## src/issue_pkg.sv

```systemverilog
/*
 Shared definitions for the issue cluster.
 Width and count constants, the opcode enum,
 the micro-op struct and the writeback struct.
 */

package issue_pkg;

   // ~~~~~~~~~~~~~~~~~~~~~~~~~~~~~~
   // Widths and counts.
   // ~~~~~~~~~~~~~~~~~~~~~~~~~~~~~~
   localparam int PRF_AW   = 4;
   localparam int PRF_N    = 1 << PRF_AW;
   localparam int DW       = 16;
   localparam int ROB_AW   = 4;
   localparam int RS_AW    = 2;
   localparam int RS_N     = 1 << RS_AW;
   localparam int NUM_RS   = 2;
   localparam int RS_SEL_W = $clog2(NUM_RS);
   localparam int UNIT_W   = 1;

   // In-flight limit equals the number of ROB tags.
   localparam logic [ROB_AW:0] INFLIGHT_MAX = 1 << ROB_AW;

   // ~~~~~~~~~~~~~~~~~~~~~~~~~~~~~~
   // Opcodes.
   // ~~~~~~~~~~~~~~~~~~~~~~~~~~~~~~
   typedef enum logic [2:0] {
      OPC_LI   = 3'd0,
      OPC_ADD  = 3'd1,
      OPC_SUB  = 3'd2,
      OPC_AND  = 3'd3,
      OPC_XOR  = 3'd4,
      OPC_ADDI = 3'd5
   } opc_e;

   // ~~~~~~~~~~~~~~~~~~~~~~~~~~~~~~
   // Micro-op and writeback.
   // ~~~~~~~~~~~~~~~~~~~~~~~~~~~~~~
   typedef struct packed {
      logic [UNIT_W-1:0] unit;
      opc_e              opc;
      logic [DW-1:0]     imm;
      logic [PRF_AW-1:0] prs1;
      logic              prs1_re;
      logic [PRF_AW-1:0] prs2;
      logic              prs2_re;
      logic [PRF_AW-1:0] prd;
      logic              prd_we;
      logic [ROB_AW-1:0] rob_id;
   } uop_t;

   typedef struct packed {
      logic [ROB_AW-1:0] rob_id;
      logic [PRF_AW-1:0] prd;
      logic              prd_we;
      logic [DW-1:0]     data;
   } wb_t;

endpackage

```

## src/phys_regfile.sv

```systemverilog
/*
 Physical register file.
 Two combinational read ports and one write port.
 */

`timescale 1ns/1ns

module phys_regfile
(
   input  logic                           clk,
   input  logic                           rst,
   input  logic [issue_pkg::PRF_AW-1:0]   raddr1,
   output logic [issue_pkg::DW-1:0]       rdata1,
   input  logic [issue_pkg::PRF_AW-1:0]   raddr2,
   output logic [issue_pkg::DW-1:0]       rdata2,
   input  logic                           we,
   input  logic [issue_pkg::PRF_AW-1:0]   waddr,
   input  logic [issue_pkg::DW-1:0]       wdata
);

   logic [issue_pkg::DW-1:0] regs_q [issue_pkg::PRF_N];

   always_ff @(posedge clk)
   begin
      if (rst)
      begin
         for (int i = 0; i < issue_pkg::PRF_N; i++)
            regs_q[i] <= '0;
      end
      else if (we)
         regs_q[waddr] <= wdata;
   end

   // Reads see the old value during a same-cycle write.
   assign rdata1 = regs_q[raddr1];
   assign rdata2 = regs_q[raddr2];

endmodule

```

## config.mk

```make
export PLATFORM = sky130hd
export DESIGN_NAME = phys_regfile
export DESIGN_NICKNAME = d
export VERILOG_FILES = /design/src/issue_pkg.sv /design/src/phys_regfile.sv
export SDC_FILE = /design/constraint.sdc
export NUM_CORES = 1
export LEC_CHECK = 0
export BUFFER_PORTS_ARGS = -buffer_cell sky130_fd_sc_hd__buf_2
export CAP_MARGIN = 15
export CORE_MARGIN = 2
export CORE_UTILIZATION = 58
export CTS_BUF_LIST = sky130_fd_sc_hd__clkbuf_8
export CTS_CLUSTER_DIAMETER = 120
export CTS_CLUSTER_SIZE = 14
export DETAILED_ROUTE_END_ITERATION = 8
export PLACE_DENSITY_LB_ADDON = 0.15
export SLEW_MARGIN = 0
export SYNTH_ARGS = -nofsm -noshare
export SYNTH_HDL_FRONTEND = slang
export SYNTH_SLANG_ARGS = --single-unit
```

## constraint.sdc

```tcl
create_clock -name clk -period 1.5 [get_ports clk]
set_clock_uncertainty 0.05 [all_clocks]
set_input_delay 0.075 -clock clk [delete_from_list [all_inputs] [get_ports clk]]
set_output_delay 0.075 -clock clk [all_outputs]
set_load 0.01 [all_outputs]
```

==> summary.txt <==
Run status
  • Outcome: finished, violations left
  • Failing checks: setup timing

Clocking
  • H-tree levels: 1
  • CTS tree: done
  • CTS root buf: clkbuf_8
  • Clock-pin slew on the worst setup and hold paths: 0.10 ns
  • CTS Buf Count: 22
  • Sink Count: 256
  • Clk buf depth: 3

Finish
  • Area grow syn2layout: 18.5%
  • Layout Nets: 1021
  • Top reg by flops: regs_q
  • Regs by FF count: regs_q x256
  • Share of layout cells above drive strength 1: 42.9%
  • Max FFs per register: 256
  • Fill cells: 1483
  • Diode count: 0

Worst hold path
  • Hold Path Class: input pin to flip-flop

Setup path
  • Required time worst endpoint: 1.37 ns
  • Crit path kind: flip-flop to primary output
  • Startpoint Class: flip-flop
  • CP Data Arrival Time: 2.02 ns
  • Crit end category: primary output
  • Crit-path max FO: 2
  • Largest stage delay, worst path: 0.48 ns
  • Slowest cell on crit path: mux4_2
  • CP cell instances: mux4_2, a22oi_2, buf_4, nand2_2, buf_6

Placement
  • Placer Congestion: 0.818
  • Port Buf Inserts: 62
  • Detailed Place HPWL: 24800 um

Floorplanning
  • # IOs: 63
  • Row count: 55
  • Die Area: around 0.024 mm2
  • Die Ht: 156 um
  • Initial core utilization: just under 60%
  • Die X-Extent: about 160 um
  • Placeable Area: approximately 0.023 mm2

Drt
  • Post-DR vias/cell: 6.76
  • ANT nets after route: 0
  • Routed WL per cell: between 20 and 30 um
  • Total routed wirelength: 37000 um
  • Vias: approximately 8600
  • Router iterations before antenna repair: 5
  • DR iter-0 viols: 905
  • Post-route DRC: 0

Pwr
  • Peak supply drop: 0.000815 V
  • Pwr Total: 14.6 mW
  • Lkg Pwr: 5.63 nW
  • Pwr dens: 921 mW/mm2

STA
  • Final Hold Vio Count: 0
  • Tmin final: 2.14 ns
  • Hold WS: 0.0142 ns
  • Relative slew slack: between 20% and 30%
  • Slack of the critical path: -0.642 ns
  • Final setup fails: 32
  • RSZ-0062 raised after global routing: true
  • Tcrit/Tclk final: 143%
  • Slew @ Worst Pin: 1.12 ns
  • F_max: 467 MHz
  • Max-slew violations: 0

Synthesis
  • Seq/Total Area, Yosys: 57.3%
  • Avg Inst Size Synth: between 15 and 20 um2
  • Synth Area in Simple Gates: 15.3%
  • Post-synthesis adder-cell area fraction: 0%
  • Compound-gate portion of the synthesized area: under 10%
  • Yosys top cell area share: 57.3%
  • Syn. warnings: 0
  • Mapped Nets: 890
  • Gate Count Post-Synth: 859
  • EDFF count, synth: 256
  • Yosys reg bits: 256
  • Post-synth top flop: edfxtp_1
  • Synth area leaders: edfxtp_1 (57%), mux4_2 (21%), and2_1 (11%), a22oi_1 (3.6%), clkbuf_1 (1.5%)
  • Largest family of logic cells by synthesized area: multiplexers
  • Synth unique cells: 22
  • Post-synth top area cell: edfxtp_1
  • Ys async rst share: 0%
  • Post-synthesis xor/xnor area fraction: 0%
  • Syn Std Cell Area: 0.0134 mm2
  • Mux cell area share after synthesis: 21.5%

Global route
  • First-pass GRT wire length: 55700 um
  • Largest net degree at the start of global routing: 27
  • Total gr overflow: 0
  • Vias in the first global route: a little over 9000
  • Global-route usage over all layers: 31.9%
  • Initial antenna violation count: 0

Job
  • Max_cap viols: 0
[per-stage QoR]
step | cell area (um2) | setup TNS, ns | utilization (%) | worst slack, ns | instances
3_5_place_dp | 15100 | -19.56 | 66.6 | -0.367 | 1238
3_3_place_gp | 15100 | -13.39 | 66.6 | -0.334 | 1238
6_report | 15900 | -17.51 | 70.2 | -0.642 | 1275
4_1_cts | 15800 | -17.99 | 69.9 | -0.645 | 1275
5_1_grt | 15900 | -19.30 | 70.2 | -0.710 | 1275
2_1_floorplan | 13400 | -0.671 | - | -0.0223 | 859
[layer usage]
layer / vias to the layer above / track usage (%) / wire [um]
met5: - / 0 / 0
met4: 0 / 14.2 / 1590
met3: 123 / 4.50 / 3280
met2: 545 / 53.9 / 18600
met1: 4395 / 41.9 / 13500
li1: 3555 / - / -
[cell type report]
class                      instances  area (um2)  share of cell area [%]
clock buffer                      23         317                    1.99
multi-input combinational        527        5730                    36.0
clock inverter                     1        11.3                  0.0709
timing repair buffer             183        1790                    11.3
tap                              285         357                    2.24
sequential                       256        7690                    48.4
[cell usage after synthesis, types with 3 or more instances]
| cell | instances |
|---|---|
| or2_2 | 16 |
| edfxtp_1 | 256 |
| and2_1 | 242 |
| clkbuf_1 | 55 |
| buf_2 | 14 |
| nor2_1 | 11 |
| nor2b_1 | 4 |
| and2_2 | 16 |
| clkbuf_2 | 3 |
| nand2_1 | 33 |
| buf_1 | 4 |
| a22oi_1 | 64 |
| mux4_2 | 128 |
[what timing repair did]
action                                  CTS  global route
gates cloned                              0             0
endpoints found under the setup margin   32            32
pin swaps                                52             3
gates resized for setup                  61            14
hold buffers                             14             0
hold endpoints to repair                190             0
setup buffers                             0             0
[critical path: cells and delay by family, from the launching register on]
family / cells / cell delay (ns)
compound gates: 1 / 0.25
simple gates: 1 / 0.05
buf+inv: 2 / 0.29
mux: 1 / 0.48
flops: 1 / 0.39
[final timing paths]
path / from / end / slack (ns) / cells after the start
worst min-delay path: wdata[12] / regs_q[0][12] / 0.01 / 2
worst max-delay path: regs_q[2][7] / rdata1[7] / -0.64 / 5
[cell usage in the layout (no fill, tap or decap), types with 3 or more instances in the layout]
cell type / count
nor3_2: 3
mux4_2: 128
buf_6: 11
or2_4: 4
buf_2: 49
a22oi_1: 13
a22oi_2: 51
nor2b_1: 4
and2_2: 16
and2_1: 242
or2_2: 12
nand2_2: 9
clkbuf_8: 23
nand2_1: 22
dlygate4sd3_1: 14
edfxtp_1: 256
buf_12: 37
buf_4: 72
nor2_1: 11
[kinds of logic (layout without fill, tap and decap cells)]
kind of cell | after synthesis | after routing
multiplexers | 128 | 128
buffers and inverters | 76 | 207
AND/OR/NAND/NOR | 335 | 335
flip-flops | 256 | 256
AO/OA/AOI/OAI | 64 | 64
[where the power goes]
group | switching (mW) | internal (mW) | total, mW
clock network | 2.23 | 1.39 | 3.62
registers | 0.210 | 8.27 | 8.48
logic | 1.26 | 1.28 | 2.54
(Power assumes the default switching activity.)
