[config.mk]
export PLATFORM = sky130hd
export DESIGN_NAME = busy_table
export DESIGN_NICKNAME = d
export VERILOG_FILES = /design/src/issue_pkg.sv /design/src/busy_table.sv
export SDC_FILE = /design/constraint.sdc
export NUM_CORES = 1
export LEC_CHECK = 0
export ABC_AREA = 0
export BUFFER_PORTS_ARGS = -buffer_cell sky130_fd_sc_hd__buf_2
export CAP_MARGIN = 20
export CELL_PAD_IN_SITES_DETAIL_PLACEMENT = 0
export CELL_PAD_IN_SITES_GLOBAL_PLACEMENT = 2
export CORE_UTILIZATION = 22
export DETAILED_ROUTE_END_ITERATION = 12
export GPL_TIMING_DRIVEN = 0
export HOLD_SLACK_MARGIN = 0.15
export PLACE_DENSITY_LB_ADDON = 0.25
export SETUP_SLACK_MARGIN = 0.05
export SYNTH_ARGS = -nofsm -noshare
export SYNTH_HDL_FRONTEND = slang
export SYNTH_SLANG_ARGS = --single-unit
[constraint.sdc]
create_clock -name clk -period 1 [get_ports clk]
set_clock_uncertainty 0.1 [all_clocks]
set_input_delay 0.05 -clock clk [delete_from_list [all_inputs] [get_ports clk]]
set_output_delay 0.05 -clock clk [all_outputs]
set_load 0.03 [all_outputs]
[src/issue_pkg.sv]
/*
 Shared definitions for the issue cluster.
 Width and count constants, the opcode enum,
 the micro-op struct and the writeback struct.
 */

package issue_pkg;

   // ~~~~~~~~~~~~~~~~~~~~~~~~~~~~~~
   // Widths and counts.
   // ~~~~~~~~~~~~~~~~~~~~~~~~~~~~~~
   localparam int PRF_AW   = 4;
   localparam int PRF_N    = 1 << PRF_AW;
   localparam int DW       = 16;
   localparam int ROB_AW   = 4;
   localparam int RS_AW    = 2;
   localparam int RS_N     = 1 << RS_AW;
   localparam int NUM_RS   = 2;
   localparam int RS_SEL_W = $clog2(NUM_RS);
   localparam int UNIT_W   = 1;

   // In-flight limit equals the number of ROB tags.
   localparam logic [ROB_AW:0] INFLIGHT_MAX = 1 << ROB_AW;

   // ~~~~~~~~~~~~~~~~~~~~~~~~~~~~~~
   // Opcodes.
   // ~~~~~~~~~~~~~~~~~~~~~~~~~~~~~~
   typedef enum logic [2:0] {
      OPC_LI   = 3'd0,
      OPC_ADD  = 3'd1,
      OPC_SUB  = 3'd2,
      OPC_AND  = 3'd3,
      OPC_XOR  = 3'd4,
      OPC_ADDI = 3'd5
   } opc_e;

   // ~~~~~~~~~~~~~~~~~~~~~~~~~~~~~~
   // Micro-op and writeback.
   // ~~~~~~~~~~~~~~~~~~~~~~~~~~~~~~
   typedef struct packed {
      logic [UNIT_W-1:0] unit;
      opc_e              opc;
      logic [DW-1:0]     imm;
      logic [PRF_AW-1:0] prs1;
      logic              prs1_re;
      logic [PRF_AW-1:0] prs2;
      logic              prs2_re;
      logic [PRF_AW-1:0] prd;
      logic              prd_we;
      logic [ROB_AW-1:0] rob_id;
   } uop_t;

   typedef struct packed {
      logic [ROB_AW-1:0] rob_id;
      logic [PRF_AW-1:0] prd;
      logic              prd_we;
      logic [DW-1:0]     data;
   } wb_t;

endpackage

[src/busy_table.sv]
/*
 Busy table.
 One pending bit per physical register.
 */

`timescale 1ns/1ns

module busy_table
(
   input  logic                           clk,
   input  logic                           rst,
   input  logic                           set_valid,
   input  logic [issue_pkg::PRF_AW-1:0]   set_addr,
   input  logic                           clr_valid,
   input  logic [issue_pkg::PRF_AW-1:0]   clr_addr,
   output logic [issue_pkg::PRF_N-1:0]    busy
);

   logic [issue_pkg::PRF_N-1:0] busy_q;
   logic [issue_pkg::PRF_N-1:0] busy_nxt;

   // Clear first so that a set on the same register wins.
   always_comb
   begin
      busy_nxt = busy_q;
      if (clr_valid)
         busy_nxt[clr_addr] = 1'b0;
      if (set_valid && (set_addr != '0))
         busy_nxt[set_addr] = 1'b1;
   end

   always_ff @(posedge clk)
   begin
      if (rst)
         busy_q <= '0;
      else
         busy_q <= busy_nxt;
   end

   assign busy = busy_q;

endmodule

==> impl_metrics.env <==
export IMPL_critPathMaxFanout=2
export IMPL_path_clk_slew_ns=0.10
export IMPL_cts_sinks=16
export IMPL_core_rowCount=19
export IMPL_data_arrival_at_the_endpoint_of_the_critical_path_ns=0.78
export IMPL_drt_vias_per_instance=5.06
export IMPL_worst_path_stages=1
export IMPL_dpl_cell_area_um2=807
export IMPL_globalRouteMet2Util_pct=17.9
export IMPL_drc=0
export IMPL_vias=648
export IMPL_use_met1_pct=19.7
export IMPL_hold_viol=0
export IMPL_design_core_area_mm2=0.00273
export IMPL_synth_area_leaders="sky130_fd_sc_hd__dfxtp_1 (51%), sky130_fd_sc_hd__o211ai_1 (14%), sky130_fd_sc_hd__o21ai_0 (12%)"
export IMPL_die_x_um=55.6
export IMPL_synth_edf_count=0
export IMPL_cp_slowest_cell="sky130_fd_sc_hd__dfxtp_2"
export IMPL_syn_cell_area_um2=633
export IMPL_finalNetCount=110
export IMPL_layout_area_seq_um2=340
export IMPL_multiInputGateArea_um2=304
export IMPL_synthToLayoutAreaGrowth_pct=51.6
export IMPL_dieArea_mm2=0.00310
export IMPL_p_total_uw=1260
export IMPL_postRouteWirelength_mm=1.88
export IMPL_worst_min_delay_path_category="input pin to register"
export IMPL_synthFlopType="sky130_fd_sc_hd__dfxtp_1"
export IMPL_sequential_fraction_of_the_synthesis_area_pct=50.6
export IMPL_max_cap_viol=0
export IMPL_tritoncts="done"
export IMPL_via_count_of_the_first_global_routing_pass=615
export IMPL_worst_setup_slack_after_layout_ns=0.0689
export IMPL_global_route_usage_met3_pct=2.33
export IMPL_yosysWarnings=0
export IMPL_max_slew_worst_pin_slew_ns=0.299
export IMPL_timing_reg2reg_worst_path_depth=2
export IMPL_dp_cells=124
export IMPL_setup_repair_after_global_routing_missed_its_margin="yes"
export IMPL_drt_first_iter_violations=11
export IMPL_timing_fmax_mhz=1070
export IMPL_antenna_found_initial=0
export IMPL_initial_core_utilization_pct=23.2
export IMPL_critical_path_cell_list="buf_4"
export IMPL_clock_insertion_delay_worst_skew_ns=0.28
export IMPL_endpoint_kind="primary output"
export IMPL_grt_max_degree=11
export IMPL_synth_top_cell_area_share_pct=50.6
export IMPL_worst_r2r_setup_slack_ns=0.23
export IMPL_clock_root_buffer="sky130_fd_sc_hd__clkbuf_4"
export IMPL_place_port_buffers=27
export IMPL_h_tree_level_count=1
export IMPL_slew_violations=0
export IMPL_final_area_um2=960
export IMPL_layout_cells_non_filler=128
export IMPL_slew_headroom_pct=79.8
export IMPL_synth_net_count=78
export IMPL_crit_path_max_incr_delay_ns=0.34
export IMPL_postSynthCellCount=66
export IMPL_yosys_cell_types=15
export IMPL_cts_setup_buffers=0
export IMPL_dr_pass1_iters=4
export IMPL_buffer_depth_of_the_longest_clock_path=2
export IMPL_status="finished clean"
export IMPL_drt_antenna_violating_nets=0
export IMPL_pin_count=28
export IMPL_holdPathStages=2
export IMPL_n_fill_cell=296
export IMPL_final_period_utilization_pct=93.1
export IMPL_critPathRequiredTime_ns=0.85
export IMPL_global_route_peak_usage_layer="met1"
export IMPL_worst_path_dominant_cell_family="flip-flops"
export IMPL_critPathKind="register to primary output"
export IMPL_grt_use_total_pct=13.1
export IMPL_layout_drive_gt1_share_pct=51.5
export IMPL_leakagePower_uw=0.000370
export IMPL_numCtsBuffers=3
export IMPL_grt_first_pass_wirelength_mm=3.03
export IMPL_synthMostInstantiatedCell="sky130_fd_sc_hd__dfxtp_1"
export IMPL_chipHeight_um=55.6
export IMPL_final_min_clock_period_ns=0.931
export IMPL_post_place_ws_ns=-0.138
export IMPL_seq_cells_post_synth=16
export IMPL_post_synth_cell_area_avg_um2=9.59
export IMPL_routed_wire_length_per_instance_um=14.7
export IMPL_largest_register_ffs=16
export IMPL_grt_overflow=0
export IMPL_asyncSetResetFlopFracSynth_pct=0
export IMPL_power_per_cell_area_mw_per_mm2=1310
export IMPL_place_gp_congestion=0.726
export IMPL_antenna_cells=0
export IMPL_hpwlAfterDp_mm=1.44
export IMPL_finalSetupViolCount=0
export IMPL_synth_largest_area_cell="sky130_fd_sc_hd__dfxtp_1"
export IMPL_path_buf_inv=1
export IMPL_synth_cells_most_frequent="sky130_fd_sc_hd__dfxtp_1 (16), sky130_fd_sc_hd__o21ai_0 (15), sky130_fd_sc_hd__o211ai_1 (12), sky130_fd_sc_hd__nand3b_1 (4)"
export IMPL_worst_setup_path_start_kind="register"
export IMPL_ir_worst_vdd_v=0.000534
==> worst register-to-register path: cells and delay by family, from the launching register on <==
family         cells  cell delay (ns)
AO/OA/AOI/OAI      2             0.21
flip-flops         1             0.34
==> area by class of cell <==
cell class              instances  area share [%]
flip-flops and latches         16            35.5
inverters                       1           0.391
repair buffers                 27            24.1
multi-input cells              48            31.7
plain buffers                   1           0.522
clock buffers                   4            3.78
well taps                      31            4.04
==> through the flow <==
step	util (%)	setup TNS, ns	hold slack (ns)
after CTS	33.7	0	0.00354
after global routing	35.1	0	-0.0169
final	35.1	0	0.00367
after global placement	29.5	-0.598	0.306
after detailed placement	29.5	-0.759	0.305
after floorplan	-	0	0.114
==> cells by family after synthesis <==
group | share of synthesized area, %
flops | 50.6
buf+inv | 1.38
compound gates | 31.8
simple gates | 16.2
==> metal layers <==
layer  routed length, um  vias to the layer above
met1                 967                      304
met2                 812                       20
met3                  90                        2
met5                   0                        -
li1                    -                      322
met4                  13                        0
==> layout by cell type, fill, tap and decap left out <==
master	Yosys	routed
sky130_fd_sc_hd__or3_1	1	1
sky130_fd_sc_hd__buf_2	1	12
sky130_fd_sc_hd__inv_1	1	1
sky130_fd_sc_hd__nand3_1	3	3
sky130_fd_sc_hd__o311ai_0	3	3
sky130_fd_sc_hd__nand2_1	3	3
sky130_fd_sc_hd__o311a_1	1	1
sky130_fd_sc_hd__dfxtp_2	0	16
sky130_fd_sc_hd__buf_6	0	15
sky130_fd_sc_hd__or3b_4	1	1
sky130_fd_sc_hd__buf_4	0	1
sky130_fd_sc_hd__o211ai_1	12	12
sky130_fd_sc_hd__or3b_2	1	1
sky130_fd_sc_hd__clkbuf_4	0	3
sky130_fd_sc_hd__nand3b_1	4	4
sky130_fd_sc_hd__clkbuf_8	0	1
sky130_fd_sc_hd__o21ai_0	15	15
sky130_fd_sc_hd__nor2_1	2	2
sky130_fd_sc_hd__nand2b_1	2	2
==> path summary, 6_finish.rpt <==
check | startpoint | end
worst max-delay path | busy[12]$_SDFF_PP0_ | busy[12]
worst min-delay path | clr_addr[3] | busy[0]$_SDFF_PP0_
worst max register to register | busy[2]$_SDFF_PP0_ | busy[2]$_SDFF_PP0_
worst min register to register | busy[0]$_SDFF_PP0_ | busy[0]$_SDFF_PP0_
==> power by group <==
part / internal, uW / switching (uW) / total [uW]
Sequential: 652 / 9.28 / 662
Clock: 222 / 211 / 433
Combinational: 61.4 / 100 / 162
==> timing repair <==
action,4_1_cts,5_1_grt
hold endpoints to repair,16,16
gates resized for setup,29,18
endpoints found under the setup margin,16,16
No activity file was read; power rests on OpenSTA's default activity.
