[config.mk]
export PLATFORM = sky130hd
export DESIGN_NAME = dispatch_router
export DESIGN_NICKNAME = d
export VERILOG_FILES = /design/src/issue_pkg.sv /design/src/dispatch_router.sv
export SDC_FILE = /design/constraint.sdc
export NUM_CORES = 1
export LEC_CHECK = 0
export BUFFER_PORTS_ARGS = -buffer_cell sky130_fd_sc_hd__buf_2
export CAP_MARGIN = 20
export CORE_MARGIN = 2
export CORE_UTILIZATION = 34
export CTS_CLUSTER_SIZE = 20
export DETAILED_ROUTE_END_ITERATION = 8
export PLACE_DENSITY = 0.8
export SETUP_SLACK_MARGIN = 0.5
export SYNTH_ARGS = -nofsm -noshare
export SYNTH_HDL_FRONTEND = slang
export SYNTH_SLANG_ARGS = --single-unit
[constraint.sdc]
create_clock -name clk -period 3.3 [get_ports clk]
set_clock_uncertainty 0.2 [all_clocks]
set_input_delay 0 -clock clk [delete_from_list [all_inputs] [get_ports clk]]
set_output_delay 0 -clock clk [all_outputs]
set_load 0.1 [all_outputs]
[src/issue_pkg.sv]
/*
 Shared definitions for the issue cluster.
 Width and count constants, the opcode enum,
 the micro-op struct and the writeback struct.
 */

package issue_pkg;

   // ~~~~~~~~~~~~~~~~~~~~~~~~~~~~~~
   // Widths and counts.
   // ~~~~~~~~~~~~~~~~~~~~~~~~~~~~~~
   localparam int PRF_AW   = 4;
   localparam int PRF_N    = 1 << PRF_AW;
   localparam int DW       = 16;
   localparam int ROB_AW   = 4;
   localparam int RS_AW    = 2;
   localparam int RS_N     = 1 << RS_AW;
   localparam int NUM_RS   = 2;
   localparam int RS_SEL_W = $clog2(NUM_RS);
   localparam int UNIT_W   = 1;

   // In-flight limit equals the number of ROB tags.
   localparam logic [ROB_AW:0] INFLIGHT_MAX = 1 << ROB_AW;

   // ~~~~~~~~~~~~~~~~~~~~~~~~~~~~~~
   // Opcodes.
   // ~~~~~~~~~~~~~~~~~~~~~~~~~~~~~~
   typedef enum logic [2:0] {
      OPC_LI   = 3'd0,
      OPC_ADD  = 3'd1,
      OPC_SUB  = 3'd2,
      OPC_AND  = 3'd3,
      OPC_XOR  = 3'd4,
      OPC_ADDI = 3'd5
   } opc_e;

   // ~~~~~~~~~~~~~~~~~~~~~~~~~~~~~~
   // Micro-op and writeback.
   // ~~~~~~~~~~~~~~~~~~~~~~~~~~~~~~
   typedef struct packed {
      logic [UNIT_W-1:0] unit;
      opc_e              opc;
      logic [DW-1:0]     imm;
      logic [PRF_AW-1:0] prs1;
      logic              prs1_re;
      logic [PRF_AW-1:0] prs2;
      logic              prs2_re;
      logic [PRF_AW-1:0] prd;
      logic              prd_we;
      logic [ROB_AW-1:0] rob_id;
   } uop_t;

   typedef struct packed {
      logic [ROB_AW-1:0] rob_id;
      logic [PRF_AW-1:0] prd;
      logic              prd_we;
      logic [DW-1:0]     data;
   } wb_t;

endpackage

[src/dispatch_router.sv]
/*
 Dispatch router.
 ROB tag assignment, in-flight limit, busy-set request
 and unit decode into one station push.
 */

`timescale 1ns/1ns

module dispatch_router
(
   input  logic                            clk,
   input  logic                            rst,
   input  logic                            disp_valid,
   input  issue_pkg::uop_t                 disp_uop,
   output logic                            disp_ready,
   output logic [issue_pkg::ROB_AW-1:0]    disp_rob_id,
   input  logic [issue_pkg::NUM_RS-1:0]    rs_full,
   output logic [issue_pkg::NUM_RS-1:0]    rs_push,
   output issue_pkg::uop_t                 push_uop,
   output logic                            busy_set_valid,
   output logic [issue_pkg::PRF_AW-1:0]    busy_set_addr,
   input  logic                            wb_done
);

   logic [issue_pkg::ROB_AW-1:0] rob_tag_q;
   logic [issue_pkg::ROB_AW:0]   inflight_q;
   logic                         accept;

   // Ready depends only on the target station and the in-flight count.
   assign disp_ready  = ~rs_full[disp_uop.unit] & (inflight_q != issue_pkg::INFLIGHT_MAX);
   assign accept      = disp_valid & disp_ready;
   assign disp_rob_id = rob_tag_q;

   // Unit field selects exactly one push line.
   always_comb
   begin
      rs_push = '0;
      rs_push[disp_uop.unit] = accept;
   end

   // Stamp the tag into the op handed to the stations.
   always_comb
   begin
      push_uop        = disp_uop;
      push_uop.rob_id = rob_tag_q;
   end

   assign busy_set_valid = accept & disp_uop.prd_we;
   assign busy_set_addr  = disp_uop.prd;

   always_ff @(posedge clk)
   begin
      if (rst)
      begin
         rob_tag_q  <= '0;
         inflight_q <= '0;
      end
      else
      begin
         if (accept)
            rob_tag_q <= rob_tag_q + 1'b1;
         case ({accept, wb_done})
            2'b10:   inflight_q <= inflight_q + 1'b1;
            2'b01:   inflight_q <= inflight_q - 1'b1;
            default: inflight_q <= inflight_q;
         endcase
      end
   end

endmodule

==> reports/metrics.json <==
{
  "clockPowerShare_pct": 12.8,
  "max-slew-margin-rel_pct": 33.88,
  "initial_utilization_pct": 35.61,
  "slowest_stage": "or4b_4",
  "syn-num-nets": 154,
  "syn_area_um2": 882.1,
  "grt_antenna_before_repair": 0,
  "i_o_buffers": 21,
  "detailedRoute.firstIterationViolations": 1,
  "placement.setup.worst_slack_ps": 340.4,
  "drive_above_1_share_pct": 32.80,
  "drcViolationCount": 0,
  "dpl.hpwl_mm": 1.112,
  "drtPass1Iterations": 3,
  "ctsRootBufferMaster": "clkbuf_4",
  "post_synth_inst_count": 103,
  "setup_total_negative_slack_ps": 0,
  "setup_violations": 0,
  "globalplace.congestion": 0.7483,
  "hold_viol_final": 0,
  "min_period_over_period_pct": 81.46,
  "worstSetupPathDepth": 8,
  "timing.setup.critical_path_class": "flip-flop to flip-flop",
  "worstPathCellList": "or4b_4 -> o211ai_4 -> ha_4 -> ha_1 -> nand3_2 -> a21oi_1 -> or4_1 -> a21oi_1",
  "global_route.usage.total_pct": 11.47,
  "die_x_um": 54.94,
  "h-tree-depth": 1,
  "swShare_pct": 57.64,
  "wire_per_inst_um": 11.67,
  "grt_max_degree": 12,
  "number_of_pins_with_negative_max_slew_slack_in_the_final_report": 0,
  "critPathArrivalTime_ps": 2680,
  "critical-path-max-stage-delay_ps": 570,
  "global_route_wire_length_before_repair_mm": 2.511,
  "max-clock-path-buffers": 2,
  "yosys_warnings": 0,
  "worst_ir_drop_vdd_mv": 0.3215,
  "post-route-worst-setup-slack_ps": 611.8,
  "timing.critical_path.required_ps": 3290,
  "residual_overflow_from_global_routing": 0,
  "power.internal_mw": 0.2806,
  "setup.worst_path.end_class": "flip-flop",
  "worst-slew-pin-transition_ps": 988.5,
  "cts_tree": "done",
  "routed-via-count": 736,
  "synth.distinct_cells": 29,
  "seq_power_share_pct": 22.1,
  "die-area_mm2": 0.003018,
  "synth.yosys.seq_area_share_pct": 20.43,
  "syn2layout_area_growth_pct": 39.15,
  "cp-start-kind": "flip-flop",
  "via_count_of_the_first_global_routing_pass": 625,
  "p_leak_nw": 0.5619,
  "ios": 96,
  "worst_setup_hold_path_clk_slew_ps": 70,
  "critical_path.n_buffers_inverters": 0,
  "floorplan.die.height_um": 54.94,
  "drtAntennaViolNets": 0,
  "placeableCoreArea_mm2": 0.002477,
  "combPwrFrac_pct": 65.0,
  "layout_commonest_cell": "dlygate4sd3_1",
  "power_per_cell_area_mw_per_mm2": 539.7,
  "crit_top_cell": "a21oi_1",
  "clkLatencyLatePin_ps": 260,
  "synth_area_per_cell_um2": 8.564,
  "worstPathMaxFanout": 5,
  "max_freq_mhz": 372.0,
  "holdWs_ps": 4.231,
  "total_routed_wirelength_mm": 1.809,
  "routed_via_density": 4.748,
  "final_nets": 177,
  "multiInputGateArea_um2": 417.9,
  "cpLargestDelayFamily": "simple AND/OR/NAND/NOR gates",
  "net-switching-power_mw": 0.3819,
  "ff_latch_area_um2": 180.2,
  "ff2ff_path_depth": 8,
  "numClockSinks": 9,
  "filler_cell_count": 222,
  "layout.core_utilization_pct": 49.55,
  "ys_seq_elements": 9,
  "layout_common_cells": "dlygate4sd3_1, buf_2, nor2_1",
  "maxCapViolCount": 0,
  "antenna-diode-count": 0,
  "hold_depth": 4,
  "total_clock_buffers_created_by_cts": 3,
  "std_cell_rows": 18,
  "run_status": "finished, final reports clean",
  "timing.final.crit_period_ps": 2688,
  "grt_setup_unrepaired": "false",
  "hold_path.class": "input pin to flip-flop"
}
path summary, 6_finish.rpt:
kind	slack (ps)	end	startpoint
worst max-delay path	610	inflight_q[4]	inflight_q[3]
worst min-delay path	4	inflight_q[2]	wb_done
worst max register to register	610	inflight_q[4]	inflight_q[3]
worst min register to register	290	inflight_q[4]	inflight_q[4]
metrics by stage:
| step | area [um2] | cells | total power [mW] |
|---|---|---|---|
| after global routing | 1227 | 155 | 0.6954 |
| final | 1227 | 155 | 0.6625 |
| after floorplan | 892.1 | 103 | 0.5123 |
| after global placement | 704.4 | 109 | 0.3215 |
| after detailed placement | 704.4 | 109 | 0.3299 |
| after CTS | 1181 | 153 | 0.6433 |
Yosys cell counts, drive strengths merged:
master,number,area share (%)
a21o,1,0.85
a21oi,5,2.8
and3,1,0.71
and4,1,0.99
buf,43,37
clkbuf,2,0.85
dfxtp,9,20
fa,1,2.3
ha,5,7.1
inv,2,0.85
mux2i,3,3.4
nand2,1,0.43
nand3,1,0.57
nor2,10,4.3
nor3,1,0.57
nor3b,1,0.85
nor4,1,0.71
nor4bb,1,1.1
o2111ai,1,0.99
o211ai,2,3.3
o21a,1,0.85
o21ai,1,0.57
o31ai,1,0.85
or3,1,0.71
or4,1,0.85
or4b,1,1.6
xnor2,1,0.99
xor2,4,4.0
state kept, by name, summed over array words and instances, names as in the netlist:
name	cells
disp_rob_id	4
inflight_q	5
area by class of cell:
cell class                 count  area share, %
timing repair buffer          63          45.46
inverter                       2         0.6116
tap                           30          3.058
multi-input combinational     47          34.05
sequential                     9          14.68
clock buffer                   4          2.141
worst reg2reg max path: cells and delay by family, from the launching register on:
family | cells | cell delay, ps
and+or+nand+nor | 3 | 1130
adders and majority gates | 2 | 500
AOI/OAI and AO/OA | 3 | 450
DFF | 1 | 350
metal layers:
layer	GRT usage, %	wire length, um	vias up
met5	0	0	-
met3	4.032	220	2
met4	2.439	6	0
met1	9.688	610	331
met2	24.60	972	56
li1	-	-	347
repair_timing:
item                                    CTS  global route
buffers inserted                          1             2
endpoints found under the setup margin    2             2
hold buffers                             39             0
gates resized for setup                   2             5
endpoints found under the hold margin    46             0
cloned                                    0             0
pin swaps                                 1             3
cells by family (layout without fill, tap and decap cells):
kind of cell	count (synthesis)	count (layout)	share of synthesized area, %
AND/OR/NAND/NOR	21	21	13.33
multiplexers	3	3	3.404
flip-flops	9	9	20.43
XOR/XNOR	5	5	4.964
adder cells (fa/ha/maj)	6	6	9.362
AO/OA/AOI/OAI	12	12	10.21
buffers and inverters	47	69	38.30
power by group through the flow:
stage / combinational (mW) / clock (mW) / sequential (mW)
final: 0.431 / 0.0851 / 0.147
after global routing: 0.450 / 0.0956 / 0.150
after CTS: 0.412 / 0.0859 / 0.145
after detailed placement: 0.182 / 0 / 0.148
after global placement: 0.175 / 0 / 0.147
after floorplan: 0.352 / 0 / 0.160
(Power assumes the default switching activity.)
